[src/isa_pkg.sv]
// ISA-level definitions
package isa_pkg;

  // --------------------------------------------------
  // Widths
  // --------------------------------------------------
  // Data width
  localparam int unsigned Xlen       = 64;
  // Virtual address width
  localparam int unsigned Vlen       = 64;
  // Instruction word width
  localparam int unsigned InstrWidth = 32;

  typedef logic [Xlen-1:0] xlen_t;
  typedef logic [Vlen-1:0] vaddr_t;

  // --------------------------------------------------
  // Privilege levels
  // --------------------------------------------------
  // Encoding 2 is reserved
  typedef enum logic [1:0] {
    PrivU = 2'b00,
    PrivS = 2'b01,
    PrivM = 2'b11
  } priv_lvl_t;

  // --------------------------------------------------
  // Trap cause layout
  // --------------------------------------------------
  // MSB of the cause tells interrupts from exceptions
  localparam int unsigned CauseIrqBit = 63;

  typedef struct packed {
    logic  valid;
    xlen_t cause;
    // Faulting address or instruction word
    xlen_t tval;
  } exception_t;

endpackage
[src/trace_pkg.sv]
// Commit trace definitions
package trace_pkg;

  import isa_pkg::*;

  // --------------------------------------------------
  // Commit side configuration
  // --------------------------------------------------
  localparam int unsigned NrCommitPorts = 2;
  // Entries per PC queue
  localparam int unsigned PcQueueDepth  = 16;
  localparam int unsigned PortIdxWidth  = (NrCommitPorts > 1) ? $clog2(NrCommitPorts) : 1;

  typedef logic [PortIdxWidth-1:0] port_idx_t;

  // Retiring instruction as seen at a commit port
  typedef struct packed {
    vaddr_t     pc;
    exception_t ex;
  } commit_entry_t;

  // --------------------------------------------------
  // Trace record
  // --------------------------------------------------
  // U, S and M follow the privilege encoding
  typedef enum logic [2:0] {
    ModeU = 3'd0,
    ModeS = 3'd1,
    ModeM = 3'd3,
    ModeD = 3'd4
  } trace_mode_t;

  typedef struct packed {
    logic                  valid;
    logic                  exception;
    logic                  interrupt;
    vaddr_t                iaddr;
    logic [InstrWidth-1:0] insn;
    trace_mode_t           mode;
    xlen_t                 cause;
    logic [InstrWidth-1:0] tval;
  } trace_entry_t;

endpackage

[src/commit_tracer.sv]
// Commit trace and PC stream top level
`timescale 1ns/1ns

module commit_tracer import isa_pkg::*, trace_pkg::*; (
  input  logic                               clk_i,
  input  logic                               rst_ni,
  input  commit_entry_t [NrCommitPorts-1:0]  commit_instr_i,
  input  logic          [NrCommitPorts-1:0]  commit_ack_i,
  input  priv_lvl_t                          priv_lvl_i,
  input  logic                               debug_mode_i,
  output trace_entry_t  [NrCommitPorts-1:0]  trace_o,
  output logic                               pc_valid_o,
  output vaddr_t                             pc_o,
  output port_idx_t                          pc_port_o,
  output logic          [NrCommitPorts-1:0]  overflow_o
);

  // Queue status towards the arbiter
  vaddr_t [NrCommitPorts-1:0] queue_head;
  logic   [NrCommitPorts-1:0] queue_empty;
  logic   [NrCommitPorts-1:0] queue_pop;

  // --------------------------------------------------
  // Trace port
  // --------------------------------------------------
  trace_encoder i_trace_encoder (
    .clk_i          ( clk_i          ),
    .rst_ni         ( rst_ni         ),
    .commit_instr_i ( commit_instr_i ),
    .commit_ack_i   ( commit_ack_i   ),
    .priv_lvl_i     ( priv_lvl_i     ),
    .debug_mode_i   ( debug_mode_i   ),
    .trace_o        ( trace_o        )
  );

  // --------------------------------------------------
  // PC queues, one per commit port
  // --------------------------------------------------
  for (genvar i = 0; i < NrCommitPorts; i++) begin : gen_pc_queue
    pc_queue #(
      .Depth ( PcQueueDepth )
    ) i_pc_queue (
      .clk_i      ( clk_i             ),
      .rst_ni     ( rst_ni            ),
      .commit_i   ( commit_instr_i[i] ),
      .ack_i      ( commit_ack_i[i]   ),
      .pop_i      ( queue_pop[i]      ),
      .head_o     ( queue_head[i]     ),
      .empty_o    ( queue_empty[i]    ),
      .overflow_o ( overflow_o[i]     )
    );
  end

  // --------------------------------------------------
  // Merged PC stream
  // --------------------------------------------------
  retire_arbiter i_retire_arbiter (
    .clk_i      ( clk_i       ),
    .rst_ni     ( rst_ni      ),
    .head_i     ( queue_head  ),
    .empty_i    ( queue_empty ),
    .pop_o      ( queue_pop   ),
    .pc_valid_o ( pc_valid_o  ),
    .pc_o       ( pc_o        ),
    .pc_port_o  ( pc_port_o   )
  );

endmodule

[src/retire_arbiter.sv]
// Round-robin PC stream merge
`timescale 1ns/1ns

module retire_arbiter import isa_pkg::*, trace_pkg::*; (
  input  logic                        clk_i,
  input  logic                        rst_ni,
  input  vaddr_t [NrCommitPorts-1:0]  head_i,
  input  logic   [NrCommitPorts-1:0]  empty_i,
  output logic   [NrCommitPorts-1:0]  pop_o,
  output logic                        pc_valid_o,
  output vaddr_t                      pc_o,
  output port_idx_t                   pc_port_o
);

  port_idx_t prio_q;
  port_idx_t prio_d;
  port_idx_t grant_idx;
  logic      grant_valid;
  logic      pc_valid_q;
  vaddr_t    pc_q;
  port_idx_t port_q;

  // --------------------------------------------------
  // Grant search starting at the priority pointer
  // --------------------------------------------------
  always_comb begin
    int unsigned idx;
    grant_valid = 1'b0;
    grant_idx   = prio_q;
    for (int unsigned k = 0; k < NrCommitPorts; k++) begin
      idx = (int'(prio_q) + k) % NrCommitPorts;
      if (!grant_valid && !empty_i[idx]) begin
        grant_valid = 1'b1;
        grant_idx   = port_idx_t'(idx);
      end
    end
  end

  // One pop per cycle to the granted queue only
  always_comb begin
    pop_o = '0;
    if (grant_valid) begin
      pop_o[grant_idx] = 1'b1;
    end
  end

  // Port after the granted one gets first pick next time
  always_comb begin
    prio_d = prio_q;
    if (grant_valid) begin
      if (grant_idx == PortIdxWidth'(NrCommitPorts - 1)) begin
        prio_d = '0;
      end else begin
        prio_d = grant_idx + 1'b1;
      end
    end
  end

  // --------------------------------------------------
  // Output register
  // --------------------------------------------------
  always_ff @(posedge clk_i or negedge rst_ni) begin
    if (!rst_ni) begin
      prio_q     <= '0;
      pc_valid_q <= 1'b0;
    end else begin
      prio_q     <= prio_d;
      pc_valid_q <= grant_valid;
    end
  end

  always_ff @(posedge clk_i) begin
    if (grant_valid) begin
      pc_q   <= head_i[grant_idx];
      port_q <= grant_idx;
    end
  end

  assign pc_valid_o = pc_valid_q;
  assign pc_o       = pc_q;
  assign pc_port_o  = port_q;

endmodule

[src/pc_queue.sv]
// Retired PC queue
`timescale 1ns/1ns

module pc_queue import isa_pkg::*, trace_pkg::*; #(
  parameter int unsigned Depth = PcQueueDepth
) (
  input  logic          clk_i,
  input  logic          rst_ni,
  input  commit_entry_t commit_i,
  input  logic          ack_i,
  input  logic          pop_i,
  output vaddr_t        head_o,
  output logic          empty_o,
  output logic          overflow_o
);

  localparam int unsigned PtrWidth = (Depth > 1) ? $clog2(Depth) : 1;

  typedef logic [PtrWidth-1:0] ptr_t;

  vaddr_t          mem_q [Depth];
  ptr_t            rd_ptr_q;
  ptr_t            wr_ptr_q;
  logic [PtrWidth:0] count_q;
  logic            overflow_q;
  logic            push_req;
  logic            full;
  logic            push;
  logic            pop;

  // Trapped instructions do not retire a PC
  assign push_req = ack_i & ~commit_i.ex.valid;
  assign full     = (count_q == (PtrWidth + 1)'(Depth));
  assign empty_o  = (count_q == '0);
  assign push     = push_req & ~full;
  assign pop      = pop_i & ~empty_o;

  // --------------------------------------------------
  // Pointers and fill count
  // --------------------------------------------------
  always_ff @(posedge clk_i or negedge rst_ni) begin
    if (!rst_ni) begin
      rd_ptr_q   <= '0;
      wr_ptr_q   <= '0;
      count_q    <= '0;
      overflow_q <= 1'b0;
    end else begin
      if (push) begin
        wr_ptr_q <= (wr_ptr_q == PtrWidth'(Depth - 1)) ? '0 : wr_ptr_q + 1'b1;
      end
      if (pop) begin
        rd_ptr_q <= (rd_ptr_q == PtrWidth'(Depth - 1)) ? '0 : rd_ptr_q + 1'b1;
      end
      case ({push, pop})
        2'b10:   count_q <= count_q + 1'b1;
        2'b01:   count_q <= count_q - 1'b1;
        default: count_q <= count_q;
      endcase
      // Sticky until reset
      if (push_req && full) begin
        overflow_q <= 1'b1;
      end
    end
  end

  // --------------------------------------------------
  // Storage
  // --------------------------------------------------
  always_ff @(posedge clk_i) begin
    if (push) begin
      mem_q[wr_ptr_q] <= commit_i.pc;
    end
  end

  assign head_o     = mem_q[rd_ptr_q];
  assign overflow_o = overflow_q;

endmodule

[src/trace_encoder.sv]
// Commit trace encoder
`timescale 1ns/1ns

module trace_encoder import isa_pkg::*, trace_pkg::*; (
  input  logic                               clk_i,
  input  logic                               rst_ni,
  input  commit_entry_t [NrCommitPorts-1:0]  commit_instr_i,
  input  logic          [NrCommitPorts-1:0]  commit_ack_i,
  input  priv_lvl_t                          priv_lvl_i,
  input  logic                               debug_mode_i,
  output trace_entry_t  [NrCommitPorts-1:0]  trace_o
);

  trace_mode_t                       mode;
  trace_entry_t [NrCommitPorts-1:0]  record_d;
  trace_entry_t [NrCommitPorts-1:0]  record_q;
  logic         [NrCommitPorts-1:0]  valid_q;
  logic         [NrCommitPorts-1:0]  exception_q;
  logic         [NrCommitPorts-1:0]  interrupt_q;

  // Debug mode overrides the privilege level
  always_comb begin
    if (debug_mode_i) begin
      mode = ModeD;
    end else begin
      case (priv_lvl_i)
        PrivU:   mode = ModeU;
        PrivS:   mode = ModeS;
        default: mode = ModeM;
      endcase
    end
  end

  // --------------------------------------------------
  // Classification per port
  // --------------------------------------------------
  always_comb begin
    for (int unsigned i = 0; i < NrCommitPorts; i++) begin
      record_d[i].valid     = commit_ack_i[i] & ~commit_instr_i[i].ex.valid;
      record_d[i].exception = commit_ack_i[i] & commit_instr_i[i].ex.valid
                              & ~commit_instr_i[i].ex.cause[CauseIrqBit];
      record_d[i].interrupt = commit_ack_i[i] & commit_instr_i[i].ex.valid
                              & commit_instr_i[i].ex.cause[CauseIrqBit];
      record_d[i].iaddr     = commit_instr_i[i].pc;
      // tval holds the instruction word on a normal retirement
      record_d[i].insn      = commit_instr_i[i].ex.tval[InstrWidth-1:0];
      record_d[i].mode      = mode;
      record_d[i].cause     = commit_instr_i[i].ex.cause;
      record_d[i].tval      = commit_instr_i[i].ex.tval[InstrWidth-1:0];
    end
  end

  always_ff @(posedge clk_i or negedge rst_ni) begin
    if (!rst_ni) begin
      valid_q     <= '0;
      exception_q <= '0;
      interrupt_q <= '0;
    end else begin
      for (int unsigned i = 0; i < NrCommitPorts; i++) begin
        valid_q[i]     <= record_d[i].valid;
        exception_q[i] <= record_d[i].exception;
        interrupt_q[i] <= record_d[i].interrupt;
      end
    end
  end

  always_ff @(posedge clk_i) begin
    record_q <= record_d;
  end

  // Flags come from the reset registers
  always_comb begin
    for (int unsigned i = 0; i < NrCommitPorts; i++) begin
      trace_o[i]           = record_q[i];
      trace_o[i].valid     = valid_q[i];
      trace_o[i].exception = exception_q[i];
      trace_o[i].interrupt = interrupt_q[i];
    end
  end

endmodule

[config.mk]
export PLATFORM = sky130hd
export DESIGN_NAME = commit_tracer
export DESIGN_NICKNAME = d
export VERILOG_FILES = /design/src/isa_pkg.sv /design/src/trace_pkg.sv /design/src/commit_tracer.sv /design/src/retire_arbiter.sv /design/src/pc_queue.sv /design/src/trace_encoder.sv
export SDC_FILE = /design/constraint.sdc
export NUM_CORES = 2
export LEC_CHECK = 0
export BUFFER_PORTS_ARGS = -buffer_cell sky130_fd_sc_hd__buf_2
export CORE_ASPECT_RATIO = 1.4
export CORE_MARGIN = 2
export CORE_UTILIZATION = 40
export DETAILED_ROUTE_END_ITERATION = 6
export HOLD_SLACK_MARGIN = 0.02
export SETUP_SLACK_MARGIN = 0.02
export SYNTH_ARGS = -nofsm -noshare
export SYNTH_HDL_FRONTEND = slang
export SYNTH_SLANG_ARGS = --single-unit
[constraint.sdc]
create_clock -name clk_i -period 8.7 [get_ports clk_i]
set_input_delay 2.175 -clock clk_i [delete_from_list [all_inputs] [get_ports clk_i]]
set_output_delay 2.175 -clock clk_i [all_outputs]
set_load 0.1 [all_outputs]
# --- Word-level counts from Yosys, hierarchy flattened ---
# Memory sizes are Yosys's and may differ from the RTL's.
# Cells that the tools add are included.
op_classes:
  n_addsub: 10
  magnitude_cmp: 4
  eq_ne: 11
  muxes: 24
  bitwise: 20
  reduce_logical: 10
op_table:
  columns: ["operator", "n"]
  rows:
  - ["two-way mux 64 bit", 2]
  - ["case mux 5 bit (2 select lines)", 2]
  - ["adder 4 x 1 -> 4 bit, second input constant", 4]
  - ["equality test 4 bit, second input constant", 4]
  - ["two-way mux 4 bit", 4]
  - ["two-way mux 1 bit", 13]
  - ["bitwise AND 1 bit", 12]
  - ["adder 5 x 1 -> 5 bit, second input constant", 2]
  - ["equality test 5 bit, second input constant", 2]
  - ["zero test 5 bit", 2]
  - ["subtractor 5 x 1 -> 5 bit, second input constant", 2]
  - ["inverter 1 bit", 8]
  - ["equality test 2 x 1 -> 1 bit, second input constant", 3]
  - ["less-than comparator 1 x 2 -> 1 bit, second input constant", 3]
  - ["equality test 2 bit, second input constant", 2]
  - ["logical AND 1 bit", 4]
  - ["case mux 2 bit (2 select lines)", 1]
  - ["nonzero test 2 bit", 2]
  - ["adder 1 bit, second input constant", 2]
  - ["zero test 2 bit", 1]
  - ["two-way mux 2 bit", 1]
  - ["demux 1 bit (select 1 bit)", 1]
  - [">= comparator 1 bit, second input constant", 1]
  - ["zero test 1 bit", 1]
word_totals:
  regBits: 424
  mem_bits_rw: 2048
  wordCells: 103
  n_memories: 2
mem_list:
  columns: ["memory", "words", "width", "rd", "rd_ports_with_merged_regs", "write_ports", "line_no", "text"]
  rows:
  - ["gen_pc_queue[0].i_pc_queue.mem_q", 16, 64, 1, 0, 1, "pc_queue.sv:21", "vaddr_t mem_q [Depth];"]
  - ["gen_pc_queue[1].i_pc_queue.mem_q", 16, 64, 1, 0, 1, "pc_queue.sv:21", null]

# --- Logic depth before layout (Yosys ltp) ---
depth:
  ltp_word: 14
  mapped_depth: 11
  mapped_depth_nobuf: 11

# --- By module ---
# From an unflattened synthesis, not the netlist that was laid out.
unflattened:
  hier_cells: 4149
  area_unflattened_um2: 89915.0
by_module_without_submodules:
  columns: ["module", "instances", "cells_per_inst", "area_each_um2"]
  rows:
  - ["pc_queue", 2, 1799, 39832.0]
  - ["trace_encoder", 1, 404, 7178.1]
  - ["retire_arbiter", 1, 147, 3072.9]

# --- Worst setup path after synthesis ---
# No wires, ideal clock.
synth_timing:
  kind: "input-to-reg"
  startpoint: "input commit_ack_i[0]"
  endpoint: "memory gen_pc_queue[0].i_pc_queue.mem_q[3][0] in the netlist's numbering, enable pin"
  t_arrival_ns: 7.386
  required_ns: 8.136
  slack_ns: 0.750
  cell_stages: 4
  n_path_buf: 0
  cell_sequence: "nor2b_1 a21boi_1 nand2_1 nor3_1"
synth_between:
  elab_chain_len: 4
synth_lines:
  columns: ["item", "line_no", "text"]
  rows:
  - ["start: declaration", "commit_tracer.sv:8", "input logic [NrCommitPorts-1:0] commit_ack_i,"]
  - ["bitwise AND 1 bit", "pc_queue.sv:32", "assign push_req = ack_i & ~commit_i.ex.valid;"]
  - ["bitwise AND 1 bit", "pc_queue.sv:35", "assign push = push_req & ~full;"]
  - ["two-way mux 1 bit", "pc_queue.sv:70", "if (push) begin"]
  - ["two-way mux 1 bit (not written as such)", "pc_queue.sv:71", "mem_q[wr_ptr_q] <= commit_i.pc;"]
  - ["end: declaration", "pc_queue.sv:21", null]
# Every way passes these cells.

# --- Worst setup path in the final report ---
layout_timing:
  startpoint: "input commit_ack_i[0]"
  endpoint: "memory gen_pc_queue[0].i_pc_queue.mem_q[14][20] in the netlist's numbering, enable pin"
layout_between:
  elab_chain_len: 4
layout_lines:
  columns: ["item", "line_no", "text"]
  rows:
  - ["bitwise AND 1 bit", "pc_queue.sv:32", null]
  - ["via gen_pc_queue[0].i_pc_queue.push_req", "pc_queue.sv:26", "logic push_req;"]
  - ["bitwise AND 1 bit", "pc_queue.sv:35", null]
  - ["two-way mux 1 bit", "pc_queue.sv:70", null]
  - ["two-way mux 1 bit (not written as such)", "pc_queue.sv:71", null]
# The timed path passes the listed nets, and every way through them passes these cells.

==> results list <==
- The run finished with clean final reports.
- For this run, the detailed router's first-pass iteration total came to 7.
- Reported max-cap violation count: 0
* Share of the synthesized area in the top cell type: ~72%
- The clock arrives with ~0.066 ns of skew.
* Number of warnings issued by yosys: 0
- Share of the yosys chip area belonging to registers: between 80% and 90%
- Setup tns final: 0 ns
* Core area: ~220000 um2
* Signal arrival time at the worst endpoint: approximately 5.3 ns
- Traced cell by cell, the critical path runs through buf_2 -> nor2b_1 -> a21boi_1 -> nand2_1 -> nor2_4 -> buf_4 -> buf_4.
- Number of setup buffers added after CTS: 0
- Buffers & Inverters on Critical Path: 3
- Synth-to-layout area growth: 16.7%
- Standby leakage power: ~35 nW
* Highest Clock Rate: between 200 and 250 MHz
- IR analysis of the VDD net gives a maximum drop of 0.000259 V.
* Latest clock arrival within the worst-skew pair: 0.88 ns
- The floorplan has between 200 and 250 rows.
* Final-stage net count: between 5000 and 6000
- Post-Synthesis Net Count: between 4000 and 5000
- Die width: ~400 um
- Final Cycle Share: ~55%
* Largest net degree at the start of global routing: between 100 and 150
* Initial antenna violation count: 45
- The synthesized design contains ~2100 enable-type register cells.
* Max incr delay on CP: between 0.7 and 0.8 ns
- Cell repeated most along the worst path: sky130_fd_sc_hd__buf_4
- The clock passes through at most 4 buffers.
- Area of all placed cells without fillers: a little over 100000 um2
- Routed length per instance: a little over 30 um
- Buffer type at the clock tree root: sky130_fd_sc_hd__clkbuf_16
- The largest individual stage delay along the critical path comes from the cell sky130_fd_sc_hd__buf_4.
* Routed Antenna Nets: 0
- For this configuration, the core starts out at a cell density of 40.3%.
- The max-slew violation count came to 0.
- The synthesized design contains 2472 register bits.
- The die covers between 200000 and 250000 um2.
- In this run the tightest slew margin relative to its limit is a little under a quarter.
- Setup violations remaining at the end of the flow were counted as 0.
- The number of endpoints with negative hold slack in the final report came to 0.
* Kind of end point of the critical path: flop
* Period minus WS final: between 4 and 5 ns
* Worst EP required: roughly 9.2 ns
- RD Place Congestion: about 0.93
* Global route overflow: 0
- Number of cells upsized or downsized after cts: 0
* Main area contributors after synthesis: sky130_fd_sc_hd__edfxtp_1 (72%), sky130_fd_sc_hd__mux4_2 (13%), sky130_fd_sc_hd__dfxtp_1 (7.4%)
* H-tree depth: 4
* Drt first-iter violations: ~3800
- Launching element type of the critical path: input pin
* Most common library cells after synthesis: sky130_fd_sc_hd__edfxtp_1 (2113), sky130_fd_sc_hd__mux4_2 (512), sky130_fd_sc_hd__dfxtp_1 (323)
- Clock slew at reported path FFs: ~0.060 ns
- Clock tree synthesis found a total of 2472 sinks.
* Port buffer count: slightly below 800
* IO Pins: 857
* Die outline height: roughly 560 um
- In this run, distinct cell masters in the synthesized netlist total 44.
- Total GRT Usage: between 20% and 30%
- Dividing the detail-routed via count by the number of cells gives ~5.4.
- Synthesis produced a netlist whose cell count is 3885.
- At the pin with the least slew margin, the transition time is roughly 1.1 ns.
* Most frequently used cell type in the post-synthesis netlist: sky130_fd_sc_hd__edfxtp_1
* Delay-heaviest family, CP: buffers and inverters
* Post-synth design cell area: ~90000 um2
- Peak fanout along the critical path: 39
- HP Class: flop to flop
- The first global-routing pass estimated about 330 mm of wire.
- Total vias in the final route: between 40000 and 50000
- Primary FF master, synth: sky130_fd_sc_hd__edfxtp_1
- Post-synthesis average cell area: around 23 um2
- Final WL: roughly 240 mm
- The placed instances occupy a cell area of about 95000 um2.
- For this design the ratio of total power to cell area is roughly 330 nW/um2.
- Inserted Clock Buffers: 235
* Proportion of layout cells with a drive suffix above 1: about 36%
- Detailed placement finished with a half-perimeter wire length of ~150 mm.
* Vias in the first global route: 43400
- Cell type with the highest aggregate area in the netlist: sky130_fd_sc_hd__edfxtp_1
- Unrepaired setup endpoints after global routing: false
- TritonCTS clock tree: built
- After detailed routing, the number of remaining DRC violations is 0.
* Number of hold-repair buffers added at the cts stage: 0
- For this run, asynchronously set or reset flops after synthesis account for under 10%.
- By startpoint and endpoint, the worst setup path is classified as input pin to flop.
cell type report:
| type | instances | area, um2 |
|---|---|---|
| Fill cell | 18100 | 116000 |
| Sequential cell | 2472 | 70800 |
| Multi-Input combinational cell | 1136 | 15900 |
| Clock buffer | 308 | 6430 |
| Timing Repair Buffer | 878 | 4750 |
| Tap cell | 2870 | 3590 |
| Clock inverter | 124 | 1020 |
| Antenna cell | 30 | 75.1 |
| Inverter | 16 | 60.1 |
registers in the layout, summed over array words and instances (netlist names):
register,count
gen_pc_queue.i_pc_queue.count_q,10
gen_pc_queue.i_pc_queue.mem_q,2048
gen_pc_queue.i_pc_queue.overflow_o,2
gen_pc_queue.i_pc_queue.rd_ptr_q,8
gen_pc_queue.i_pc_queue.wr_ptr_q,8
i_retire_arbiter.pc_o,64
i_retire_arbiter.pc_port_o,1
i_retire_arbiter.pc_valid_o,1
i_retire_arbiter.prio_q,1
i_trace_encoder.exception_q,2
i_trace_encoder.interrupt_q,2
i_trace_encoder.trace_o,323
i_trace_encoder.valid_q,2
routing by layer:
layer / vias to the layer above / global-route usage, % / part of all wire [%]
met4: 14 / 8.21 / 3.7
met2: 1489 / 37.8 / 53
met1: 22400 / 25.2 / 38
li1: 17800 / - / -
met5: - / 0 / 0.048
met3: 364 / 3.45 / 5.3
cells by family (layout without fill, tap and decap cells):
kind of cell    count (synthesis)  count (layout)  share of synthesized area, %
buf+inv                       277            1326                          1.73
xor+xnor                       12              12                         0.120
mux                           516             516                          13.2
other cells                     0              30                             0
fa+ha+maj                      21              21                         0.314
compound gates                359             359                          3.05
simple gates                  228             228                          1.09
flops                        2472            2472                          80.5
path summary, 6_finish.rpt:
path / start / to / slack [ns] / cells after the start
max: commit_ack_i[0] / gen_pc_queue[0].i_pc_queue.mem_q[14][20]$_DFFE_PP_ / 3.91 / 7
min: gen_pc_queue[1].i_pc_queue.overflow_o$_DFFE_PN0P_ / gen_pc_queue[1].i_pc_queue.overflow_o$_DFFE_PN0P_ / 0.48 / 1
max reg2reg: gen_pc_queue[1].i_pc_queue.rd_ptr_q[1]$_DFFE_PN0P_ / i_retire_arbiter.pc_o[45]$_DFFE_PN_ / 4.72 / 5
min reg2reg: gen_pc_queue[1].i_pc_queue.overflow_o$_DFFE_PN0P_ / gen_pc_queue[1].i_pc_queue.overflow_o$_DFFE_PN0P_ / 0.48 / 1
max in group asynchronous: rst_ni / gen_pc_queue[1].i_pc_queue.rd_ptr_q[1]$_DFFE_PN0P_ / 6.62 / 1
min in group asynchronous: rst_ni / i_trace_encoder.interrupt_q[0]$_DFF_PN0_ / 1.41 / 1
layout by cell type, fill, tap and decap left out, drive strengths merged, types with 2 or more instances in the layout:
| cell type | count |
|---|---|
| and3 | 4 |
| xnor2 | 6 |
| diode | 30 |
| a21oi | 8 |
| dfxtp | 323 |
| clkinv | 86 |
| clkbuf | 308 |
| edfxtp | 2113 |
| buf | 878 |
| a31o | 2 |
| nand2 | 155 |
| mux4 | 512 |
| nand2b | 6 |
| bufinv | 13 |
| o31ai | 2 |
| clkinvlp | 15 |
| a31oi | 2 |
| o41ai | 2 |
| dfrtp | 36 |
| a22o | 64 |
| and2 | 2 |
| a21boi | 3 |
| nor2 | 31 |
| a21o | 4 |
| o21ai | 79 |
| xor2 | 6 |
| a221oi | 64 |
| a22oi | 128 |
| nor2b | 10 |
| nor3 | 10 |
| inv | 26 |
| nand3 | 7 |
| mux2 | 4 |
| ha | 18 |
| fa | 2 |
| nor4 | 2 |
power by group:
group / switching, W / total, W / internal (W)
sequential: 0.000486 / 0.0142 / 0.0137
clock: 0.00436 / 0.00994 / 0.00558
combinational: 0.00646 / 0.00981 / 0.00335
metrics by stage:
| step | total power [W] | utilization, % | hold slack (ns) | worst slack (ns) | std cells |
|---|---|---|---|---|---|
| floorplan | 0.0214 | - | 0.443 | 0.750 | 3885 |
| global placement | 0.0244 | 43.5 | 0.455 | 2.95 | 7372 |
| detailed placement | 0.0245 | 43.5 | 0.462 | 2.92 | 7372 |
| CTS | 0.0344 | 47.0 | 0.476 | 3.85 | 7804 |
| global route | 0.0353 | 47.0 | 0.484 | 3.68 | 7819 |
| finish | 0.0340 | 47.0 | 0.478 | 3.91 | 7834 |
Power figures use the tool's default switching activity.
